`src/include/serial_bus_config.svh`:
```
/*
  Serial memory bus configuration.
  Word and address widths, slave count, burst limits and the
  control frame layout shared by the master, slaves and testbench.
*/
`ifndef SERIAL_BUS_CONFIG_SVH
`define SERIAL_BUS_CONFIG_SVH

// data path
`define SB_DATA_WIDTH      32
`define SB_WORD_CNT_WIDTH  6

// slave memories
`define SB_ADDR_DEPTH      256
`define SB_ADDR_WIDTH      8
`define SB_NUM_SLAVES      3
`define SB_SID_WIDTH       2

// burst length, 1 to SB_MAX_BEATS words
`define SB_MAX_BEATS       8
`define SB_BEAT_WIDTH      4

// control frame: start | slave id | write | burst | start address
`define SB_START_PATTERN   3'b111
`define SB_CTRL_LEN        15

`endif

```
`src/rtl/serial_bus_pkg.sv`:
```
/*
  Serial memory bus types.
  Data word, address and slave id types, the host request and the
  serial control frame exchanged between master and slaves.
*/
`default_nettype none

`include "serial_bus_config.svh"

package serial_bus_pkg;

    typedef logic [`SB_DATA_WIDTH-1:0] word_t;
    typedef logic [`SB_ADDR_WIDTH-1:0] addr_t;
    typedef logic [`SB_SID_WIDTH-1:0]  slave_id_t;

    // fields in transmission order, start bits go out first
    typedef struct packed {
        logic [$bits(`SB_START_PATTERN)-1:0] start;
        slave_id_t                           slave_id;
        logic                                write;
        logic                                burst;
        addr_t                               addr;
    } ctrl_frame_t;

    // host request, beats counts words from 1 upwards
    typedef struct packed {
        slave_id_t                  slave_id;
        logic                       write;
        addr_t                      addr;
        logic [`SB_BEAT_WIDTH-1:0]  beats;
    } bus_req_t;

endpackage

`default_nettype wire

```
`src/rtl/bus_master.sv`:
```
/*
  Serial bus master.
  Takes one parallel host request at a time, sends it as a serial
  control frame, then shifts write words out or collects read words,
  one bit per clock, most significant bit first.
*/
`default_nettype none

`include "serial_bus_config.svh"

module bus_master (
    input  logic                     clk,
    input  logic                     rstN,
    input  serial_bus_pkg::bus_req_t req,
    input  logic                     req_valid,
    input  serial_bus_pkg::word_t    wdata,
    input  logic                     rd,
    input  logic                     ready,
    output logic                     busy,
    output logic                     wdata_take,
    output serial_bus_pkg::word_t    rdata,
    output logic                     rdata_valid,
    output logic                     done,
    output logic                     control,
    output logic                     wd,
    output logic                     valid,
    output logic                     last
);

    localparam int CNT_W = `SB_WORD_CNT_WIDTH;

    typedef logic [CNT_W-1:0] cnt_t;

    localparam cnt_t FRAME_LAST = cnt_t'(`SB_CTRL_LEN - 1);
    localparam cnt_t WORD_LAST  = cnt_t'(`SB_DATA_WIDTH - 1);

    typedef enum logic [1:0] {
        S_IDLE,
        S_FRAME,
        S_WRITE,
        S_READ
    } state_t;

    state_t                      state;
    cnt_t                        bit_cnt;
    logic [`SB_BEAT_WIDTH-1:0]   beats_left;
    logic                        is_write;
    logic                        take_req;
    logic                        frame_end;
    serial_bus_pkg::ctrl_frame_t req_frame;
    serial_bus_pkg::ctrl_frame_t frame_sr;
    serial_bus_pkg::word_t       wr_sr;

    // frame built straight from the host request
    always_comb begin
        req_frame.start    = `SB_START_PATTERN;
        req_frame.slave_id = req.slave_id;
        req_frame.write    = req.write;
        req_frame.burst    = (req.beats > 1);
        req_frame.addr     = req.addr;
    end

    assign take_req  = (state == S_IDLE) && req_valid;
    assign frame_end = (state == S_FRAME) && (bit_cnt == '0);
    assign busy      = (state != S_IDLE);

    // next write word is latched at the end of the frame and after each word
    assign wdata_take = (frame_end && is_write) ||
                        ((state == S_WRITE) && (bit_cnt == '0) && (beats_left != 1));

    // bus lines, low whenever no bit is being sent
    assign control = (state == S_FRAME) && frame_sr[`SB_CTRL_LEN-1];
    assign wd      = valid && wr_sr[`SB_DATA_WIDTH-1];

    // bit_cnt counts down the bits left in the current frame or word
    always_ff @(posedge clk or negedge rstN) begin
        if (!rstN) begin
            state       <= S_IDLE;
            bit_cnt     <= '0;
            beats_left  <= '0;
            is_write    <= 1'b0;
            valid       <= 1'b0;
            last        <= 1'b0;
            done        <= 1'b0;
            rdata_valid <= 1'b0;
        end else begin
            done        <= 1'b0;
            rdata_valid <= 1'b0;
            case (state)
                S_IDLE: begin
                    if (take_req) begin
                        bit_cnt    <= FRAME_LAST;
                        beats_left <= req.beats;
                        is_write   <= req.write;
                        state      <= S_FRAME;
                    end
                end
                S_FRAME: begin
                    if (bit_cnt != '0) begin
                        bit_cnt <= bit_cnt - 1'b1;
                    end else begin
                        bit_cnt <= WORD_LAST;
                        if (is_write) begin
                            valid <= 1'b1;
                            state <= S_WRITE;
                        end else begin
                            // reads hold last over the whole final word
                            last  <= (beats_left == 1);
                            state <= S_READ;
                        end
                    end
                end
                S_WRITE: begin
                    if (bit_cnt != '0) begin
                        bit_cnt <= bit_cnt - 1'b1;
                        last    <= (bit_cnt == 1) && (beats_left == 1);
                    end else if (beats_left != 1) begin
                        bit_cnt    <= WORD_LAST;
                        beats_left <= beats_left - 1'b1;
                    end else begin
                        valid <= 1'b0;
                        last  <= 1'b0;
                        done  <= 1'b1;
                        state <= S_IDLE;
                    end
                end
                S_READ: begin
                    // slave fetch cycles show up as ready low
                    if (ready) begin
                        if (bit_cnt != '0) begin
                            bit_cnt <= bit_cnt - 1'b1;
                        end else begin
                            bit_cnt     <= WORD_LAST;
                            rdata_valid <= 1'b1;
                            if (beats_left == 1) begin
                                last  <= 1'b0;
                                done  <= 1'b1;
                                state <= S_IDLE;
                            end else begin
                                beats_left <= beats_left - 1'b1;
                                last       <= (beats_left == 2);
                            end
                        end
                    end
                end
                default: state <= S_IDLE;
            endcase
        end
    end

    // frame, write and read shift registers
    always_ff @(posedge clk) begin
        if (take_req) begin
            frame_sr <= req_frame;
        end else if (state == S_FRAME) begin
            frame_sr <= serial_bus_pkg::ctrl_frame_t'({frame_sr[`SB_CTRL_LEN-2:0], 1'b0});
        end

        if (wdata_take) begin
            wr_sr <= wdata;
        end else if (valid) begin
            wr_sr <= {wr_sr[`SB_DATA_WIDTH-2:0], 1'b0};
        end

        // rdata stays put during rdata_valid, the slave is fetching then
        if ((state == S_READ) && ready) begin
            rdata <= {rdata[`SB_DATA_WIDTH-2:0], rd};
        end
    end

endmodule

`default_nettype wire

```
`config.mk`:
```
export PLATFORM = sky130hd
export DESIGN_NAME = bus_master
export DESIGN_NICKNAME = d
export VERILOG_FILES = /design/src/rtl/serial_bus_pkg.sv /design/src/rtl/bus_master.sv
export VERILOG_INCLUDE_DIRS = /design/src /design/src/include
export SDC_FILE = /design/constraint.sdc
export NUM_CORES = 1
export LEC_CHECK = 0
export ABC_AREA = 1
export BUFFER_PORTS_ARGS = -buffer_cell sky130_fd_sc_hd__buf_4
export CORE_ASPECT_RATIO = 2
export CORE_MARGIN = 5
export CORE_UTILIZATION = 35
export CTS_CLUSTER_DIAMETER = 150
export CTS_CLUSTER_SIZE = 20
export DETAILED_ROUTE_END_ITERATION = 8
export PLACE_DENSITY = 0.64
export SKIP_LAST_GASP = 1
export SLEW_MARGIN = 40
export SYNTH_ARGS = -nofsm -noshare
export SYNTH_HDL_FRONTEND = slang
export SYNTH_SLANG_ARGS = --single-unit
```
`constraint.sdc`:
```
create_clock -name clk -period 3.61 [get_ports clk]
set_input_delay 0.722 -clock clk [delete_from_list [all_inputs] [get_ports clk]]
set_output_delay 0.722 -clock clk [all_outputs]
set_load 0.02 [all_outputs]
```
---- Yosys cells after proc, flatten, opt, wreduce, memory -nomap -nowiden ----
Cells that the tools add are included.
storage, ports and cells
  bits in registers ....................... 96
  latch bits .............................. 0
  memories kept ........................... 0
  input bits .............................. 52
  word-level logic and storage cells ...... 110
  memory bits (read-only) ................. 0
  bits in writable memories ............... 0
operators by class
  shifts and indexed selects .............. 0
  reduce and logical (&&, ||, !) cells .... 25
  bitwise operators ....................... 0
  multiplexer cells ....................... 47
  order comparisons ....................... 1
  add/sub/neg operators ................... 2
  multiply operators ...................... 0
  divide/modulo/power cells ............... 0
  eq/ne operators ......................... 20
operators by type and width
  operator             count
  $mux 32              2
  $mux 6               5
  $mux 12              2
  $mux 4               6
  $pmux 6 s4           1
  $ne 2x2->1 const B   10
  $mux 1               19
  $mux 2               7
  $reduce_and 7->1     2
  $pmux 4 s3           1
  $logic_and 1x1->1    9
  $pmux 2 s4           1
  $reduce_bool 2->1    4
  $eq 6x1->1 const B   1
  $logic_not 6->1      1
  $reduce_and 6->1     1
  $reduce_bool 3->1    2
  $reduce_bool 6->1    1
  $sub 6x1->6 const B  1
  $reduce_and 5->1     1
  $eq 2x2->1 const B   2
  $eq 4x1->1 const B   1
  $eq 4x2->1 const B   1
  $gt 4x1->1 const B   1
  12 further kinds     13

---- Depth between registers and ports, before layout ----
Gate-level depths: netlist of the first run.
  depth in word-level cells ............... 5
  gate-level depth with buffers ........... 10
  depth with buffers taken out ............ 9

---- Worst setup path after synthesis of the first run ----
Ideal clock, no wire load.
  path type ............................... input port to flip-flop
  start point ............................. input ready
  end point ............................... register done
  data required time ...................... 3.524 ns
  data arrival time ....................... 2.512 ns
  stages on the path ...................... 4
  buffers on the path ..................... 0
  setup slack ............................. 1.012 ns
  path through ............................ inv_1 -> nor2_1 -> nand2_1 -> o21ai_0
on the way
  cells in the longest elaborated chain, start to end .. 2
RTL lines
  item                    RTL line           source
  start: declaration      bus_master.sv:18   input logic ready,
  $mux 1                  bus_master.sv:129  if (ready) begin
  $pmux 1 s2              bus_master.sv:89   case (state)
  end signal: assignment  bus_master.sv:84   done <= 1'b0;
  end signal: assignment  bus_master.sv:87   done <= 1'b0;
  end signal: assignment  bus_master.sv:137  done <= 1'b1;
  end: declaration        bus_master.sv:23   output logic done,
Every way passes these cells.
A chain may end at the register's enable or synchronous reset.

---- Final worst setup path of the first run ----
  start point ............................. register bit_cnt[0]
  end point ............................... output wdata_take
on the way
  cells in the longest elaborated chain, start to end .. 4
  elaborated cells between the ends (all ways) .. 6
  classes of those cells .................. reduce/logical: 6
RTL lines
  item                                  RTL line                            source
  start: declaration                    bus_master.sv:45                    cnt_t bit_cnt;
  start signal: assignment              bus_master.sv:100                   bit_cnt <= bit_cnt - 1'b1;
  start signal: assignment              bus_master.sv:115                   bit_cnt <= bit_cnt - 1'b1;
  start signal: assignment              bus_master.sv:131                   bit_cnt <= bit_cnt - 1'b1;
  $logic_not 6->1 (*)                   bus_master.sv:64, bus_master.sv:69
  $logic_and 1x1->1 (on tied branches)  bus_master.sv:64, bus_master.sv:69
  $logic_and 1x1->1 (on tied branches)  bus_master.sv:68, bus_master.sv:69
  $logic_or 1x1->1 (*)                  bus_master.sv:68                    assign wdata_take = (frame_end && is_write) ||
  end: declaration                      bus_master.sv:20                    output logic wdata_take,
Every way passes the cells marked *; elsewhere a longest branch is shown, timed or not.

==> summary.md, run 1 <==
| Metric | Value |
|---|---|
| Initial antenna violation count | 0 |
| PostCTS Resize Cnt | 0 |
| Die footprint | about 0.014 mm2 |
| Number of diodes | 0 |
| Dpl hpwl | 6430 um |
| Crit. End Element | primary output |
| Required @ worst endpoint | 2890 ps |
| Psw | roughly 400 uW |
| First-pass GRT wire length | 13500 um |
| Initial core utilization | a little over a third |
| Multi-input logic area | 0.00117 mm2 |
| Critical Path Source | bit_cnt[0] |
| Htree depth | 3 |
| CTS tree | yes |
| Core area | between 0.01 and 0.015 mm2 |
| Wire per inst | between 10 and 15 um |
| Async set-reset flop share out of synthesis | 17.7% |
| Rows | 56 |
| IO buf count | 91 |
| Syn Nets | around 450 |
| Synthesized cell area | around 0.0041 mm2 |
| Pin count of the biggest net entering global routing | 34 |
| CTS buffer count | 9 |
| Synth Register Bits | 96 |
| Slew @ Worst Pin | 519 ps |
| Status | finished clean |
| P_int | about 1700 uW |
| Leading area contributor after synthesis | edfxtp_1 |
| Netlist cell types | 32 |
| Largest cells by area after synthesis | edfxtp_1 55%, nand2_1 16%, dfrtp_1 10%, o21ai_0 2.1%, inv_1 2.0% |
| Most frequent cells in the layout | 179 x nand2_1, 94 x buf_4, 76 x edfxtp_1 |
| Pwr Density | about 410 mW/mm2 |
| Total Wirelength | 8530 um |
| Hold WC Path Type | in -> async |
| Yosys top cell area share | a little under three fifths |
| Seq/Total Area, Yosys | 67.2% |
| Die width | 86.7 um |
| Vias in the first global route | 2900 |
| DR iter-0 viols | 70 |
| Root buf cell | clkbuf_16 |
| Total track usage | 12.3% |
| Synth Area per Inst | around 11 um2 |
| Fraction of layout instances using a drive strength above 1 | a little over a quarter |
| Sequential cell area | between 0.002 and 0.003 mm2 |
| # IOs | slightly above 90 |
| Yosys warning count | 0 |
| Fin util | 44.9% |
| Clk network pwr share | 42.8% |
| Chip height | around 160 um |
| Maxcap violations | 0 |
| Max VDD drop | approximately 0.23 mV |
| Cell count after synthesis | 390 |
| Worst hold slack | 244 ps |
| Global placer's final weighted congestion | 0.875 |
| Switching part of the total | 18.6% |
| Skew final | 6.92 ps |
| Worst reg-to-reg path cell count | 8 |
| Leakage power | about 0.0023 uW |
| Reg2reg start | bit_cnt[0] |
| Combinational Power Share | 2.3% |
| Slew headroom | 65.3% |
| Layout Nets | 542 |
| # hold bufs at CTS | 0 |
| Final min period | 2740 ps |
| Sink Count | 96 |
| Crit Path Max Fanout | 33 |
| Fillers | 1149 |
| Unrepaired setup endpoints after global routing | no |
| CTS Buffer Depth | 2 |
| Endpoints failing hold | 0 |
| Primary FF master, synth | edfxtp_1 |
| EDFF count, synth | 76 |
| Finish-stage setup viols | 0 |
| GRT overflow | 0 |
| Share of power burned in registers | approximately 55% |
| Final worst-path cycle share | 76.0% |
| Area growth from synthesis to layout | 26.7% |
| Setup TNS | 0 ps |
| Clk slew on worst S/H paths | 60 ps |
| Max-slew violations | 0 |
| Worst EP arrival | 2020 ps |
| Commonest non-fill, non-tap cell in the layout | nand2_1 |
| Setup Buffers After CTS | 0 |
| Vias | 2879 |
| Drt via density | 4.53 |
| CP Launch Type | flip-flop |
| DRC viols | 0 |
| Drt pass-1 iters | 4 |
| Tot Pwr | 2150 uW |
| Max Clk Rate | around 360 MHz |
| Clk_lat worst skew | 340 ps |
| Critical path class | reg -> out |
| ANT nets after route | 0 |
==> sequential cells by signal, summed over array words and instances, names as in the netlist <==
signal	flops
valid	1
is_write	1
rdata	32
beats_left	4
done	1
wr_sr	32
last	1
rdata_valid	1
bit_cnt	6
state	2
frame_sr	15
==> layout make-up <==
cell class / count / area share [%]
clock buffer: 10 / 4.38
clock inverter: 6 / 1.15
inverter: 26 / 2.01
multi-input combinational: 258 / 22.5
sequential: 96 / 53.0
tap: 145 / 3.47
timing repair buffer: 94 / 13.5
==> cell families (layout without fill, tap and decap cells) <==
kind of cell,Yosys count,in the layout,synth area share [%]
and+or+nand+nor,225,225,23.2
buffers and inverters,36,136,4.43
AOI/OAI and AO/OA,27,27,3.52
xor gates and xnor gates,1,1,0.213
DFF,96,96,67.2
adders and majority gates,5,5,1.52
==> metrics by stage <==
stage	std cells	instance area (um2)	setup slack, ps
after global placement	619	4930	1260
after detailed placement	619	4930	1230
final	635	5220	866
after CTS	635	5220	845
after floorplan	390	4120	1010
after global routing	635	5220	699
==> routing by layer <==
layer  global-route usage (%)  share of wire (%)  vias up
li1                         -                  -     1469
met1                     13.9                 41     1320
met2                     21.5                 52       78
met3                     3.33                4.6       12
met4                     5.04                2.1        0
met5                        0                  0        -
==> final timing paths <==
path	slack, ps	end
max in group asynchronous	3160	done
setup / recovery	870	wdata_take
hold / removal	240	bit_cnt[3]
hold reg to reg	450	frame_sr[12]
min in group clk	450	frame_sr[12]
setup reg to reg	1290	wr_sr[29]
==> worst max-delay path: stages (launching register included) <==
cell and delay, ps:
dfrtp_1 390, inv_1 130, ha_1 300, nand3_4 170
inv_2 140, nand2_2 90, inv_4 240, buf_4 200
==> Yosys cell counts, drive strengths merged, types with 3 or more instances <==
cell type	instances
a21oi	3
buf	10
dfrtp	17
dfxtp	3
edfxtp	76
ha	5
inv	26
nand2	182
nand3	18
nand4	4
nor2	16
o21ai	23
or2	3
==> power groups by stage <==
stage / registers, uW / clock network (uW) / logic [uW]
final: 1180 / 919 / 48.8
after detailed placement: 1200 / 0 / 49.6
after global placement: 1200 / 0 / 50.0
after CTS: 1180 / 948 / 49.9
after floorplan: 1200 / 0 / 1.24
after global routing: 1180 / 994 / 52.9
Note: power is estimated with default switching activity, not from simulation.
==> run 2: changes to the inputs <==
clock period = 2.7 ns   (was 3.61 ns; I/O delays follow)
==> run 2 against run 1 <==
Hold slack lost 190 ps. Final area is essentially flat. Non-clock buffer count rose by 1. Routed wire length shrank 1.0%. Critical endpoint unchanged.
==> summary.md, run 2 (synthesis results as in run 1) <==
| Metric | Value |
|---|---|
| Critical Path Source | bit_cnt[0] |
| Core area | 0.0116 mm2 |
| Wire per inst | roughly 13 um |
| Finish-stage setup viols | 0 |
| Commonest non-fill, non-tap cell in the layout | nand2_1 |
| Unrepaired setup endpoints after global routing | no |
| Critical path class | reg -> out |
| Required @ worst endpoint | 2160 ps |
| Placed insts | 620 |
| Worst EP arrival | ~1900 ps |
| Final worst-path cycle share | between 80% and 90% |
| CTS Buffer Depth | 2 |
| Initial antenna violation count | 0 |
| Rows | 56 |
| Switching part of the total | about a fifth |
| DRC viols | 0 |
| Clk_lat worst skew | between 300 and 400 ps |
| Status | finished clean |
| Crit. End Element | primary output |
| Pwr Density | 533 mW/mm2 |
| Fin util | 44.9% |
| Leakage power | 0.00231 uW |
| Sink Count | 96 |
| Largest registers | rdata (32), wr_sr (32), frame_sr (15) |
| IO buf count | 91 |
| Initial core utilization | 35.4% |
| Crit Path Max Fanout | 15 |
| Die width | 86.7 um |
| CP Launch Type | flip-flop |
| Clk slew on worst S/H paths | 70 ps |
| Vias | just under 3000 |
| Max VDD drop | 0.313 mV |
| Share of power burned in registers | 56.5% |
| Combinational Power Share | 2.4% |
| Max Clk Rate | 412 MHz |
| Number of diodes | 0 |
| Pin count of the biggest net entering global routing | 34 |
| CTS tree | yes |
| Non-Filler Instances | about 640 |
| P_int | about 2200 uW |
| Psw | 543 uW |
| # IOs | between 90 and 100 |
| Worst reg-to-reg path cell count | 8 |
| Hold WC Path Type | in -> async |
| R2R Setup Slk | 450 ps |
| Layout Nets | 543 |
| Vias in the first global route | between 2000 and 3000 |
| Fraction of layout instances using a drive strength above 1 | 26.1% |
| Root buf cell | clkbuf_16 |
| Slew headroom | 66.8% |
| Setup Buffers After CTS | 0 |
| Drt pass-1 iters | 4 |
| Slew @ Worst Pin | 497 ps |
| First-pass GRT wire length | between 10000 and 15000 um |
| Max-slew violations | 0 |
| Skew final | 13.2 ps |
| Area growth from synthesis to layout | 26.8% |
| Final min period | 2430 ps |
| Drt via density | 4.61 |
| # hold bufs at CTS | 0 |
| CTS buffer count | 9 |
| Dpl hpwl | between 6000 and 7000 um |
| DR iter-0 viols | between 100 and 150 |
| PostCTS Resize Cnt | 0 |
| Reg2reg end | wr_sr[1] |
| Chip height | 163 um |
| Clk network pwr share | between 40% and 50% |
| Global placer's final weighted congestion | 0.847 |
| Reg2reg start | bit_cnt[0] |
| ANT nets after route | 0 |
| Most frequent cells in the layout | 179 x nand2_1, 94 x buf_4, 76 x edfxtp_1 |
| Total Wirelength | 8450 um |
| Total track usage | 12.3% |
| Die footprint | 0.0142 mm2 |
| Setup TNS | 0 ps |
| Maxcap violations | 0 |
| Htree depth | 3 |
| Endpoints failing hold | 0 |
| GRT overflow | 0 |
==> run 2: cell count changes in the layout (fill, tap and decap cells not counted) <==
| cell | delta |
|---|---|
| buf_12 | +1 |
| clkinv_1 | +2 |
| clkinv_4 | +1 |
| bufinv_16 | -1 |
| inv_6 | +1 |
| clkbuf_1 | -1 |
| clkinv_2 | -3 |
| clkinvlp_4 | +1 |
==> run 2: metrics by stage <==
| stage | instance area [um2] | hold slack, ps | worst slack (ps) | power [uW] |
|---|---|---|---|---|
| 6_report | 5230 | 51.7 | 270 | 2790 |
| 5_1_grt | 5230 | 54.9 | 117 | 2900 |
| 4_1_cts | 5230 | 45.3 | 263 | 2830 |
| 3_5_place_dp | 4950 | 424 | 468 | 1680 |
| 3_3_place_gp | 4950 | 421 | 547 | 1670 |
| 2_1_floorplan | 4120 | 244 | 284 | 1610 |
==> run 2: routing by layer <==
metal	global-route usage (%)	vias to the layer above	wire [um]
met1	13.7	1361	3360
met5	0	-	0
li1	-	1476	-
met3	3.03	17	383
met2	21.2	76	4470
met4	6.45	0	229
==> run 2: critical path, stage by stage, from the launching register on <==
cell and delay (ps):
dfrtp_1 400, inv_1 140, ha_1 300, nand3_4 160
inv_2 140, nand2_2 90, inv_4 140, buf_4 170
==> run 2: area by class of cell <==
| type | instances | area [um2] |
|---|---|---|
| clock buffers | 9 | 225 |
| clock inverters | 7 | 47.5 |
| fillers | 1173 | 6400 |
| inverters | 26 | 105 |
| multi-input cells | 258 | 1170 |
| flip-flops and latches | 96 | 2770 |
| well taps | 145 | 181 |
| repair buffers | 95 | 726 |
==> run 2: power by group through the flow <==
stage | Sequential [uW] | Combinational, uW | Clock (uW)
after global placement | 1610 | 67.2 | 0
after CTS | 1580 | 67.8 | 1190
final | 1580 | 66.2 | 1150
after floorplan | 1610 | 1.66 | 0
after global routing | 1570 | 71.6 | 1250
after detailed placement | 1610 | 67.7 | 0
==> run 2: how the worst max path moves through the flow <==
stage,end,slack [ps],cells after the start
2_1_floorplan,done,280,4
3_3_place_gp,wr_sr[9],550,8
3_5_place_dp,wr_sr[6],470,8
4_1_cts,wdata_take,260,7
5_1_grt,wdata_take,120,7
6_report,wdata_take,270,7
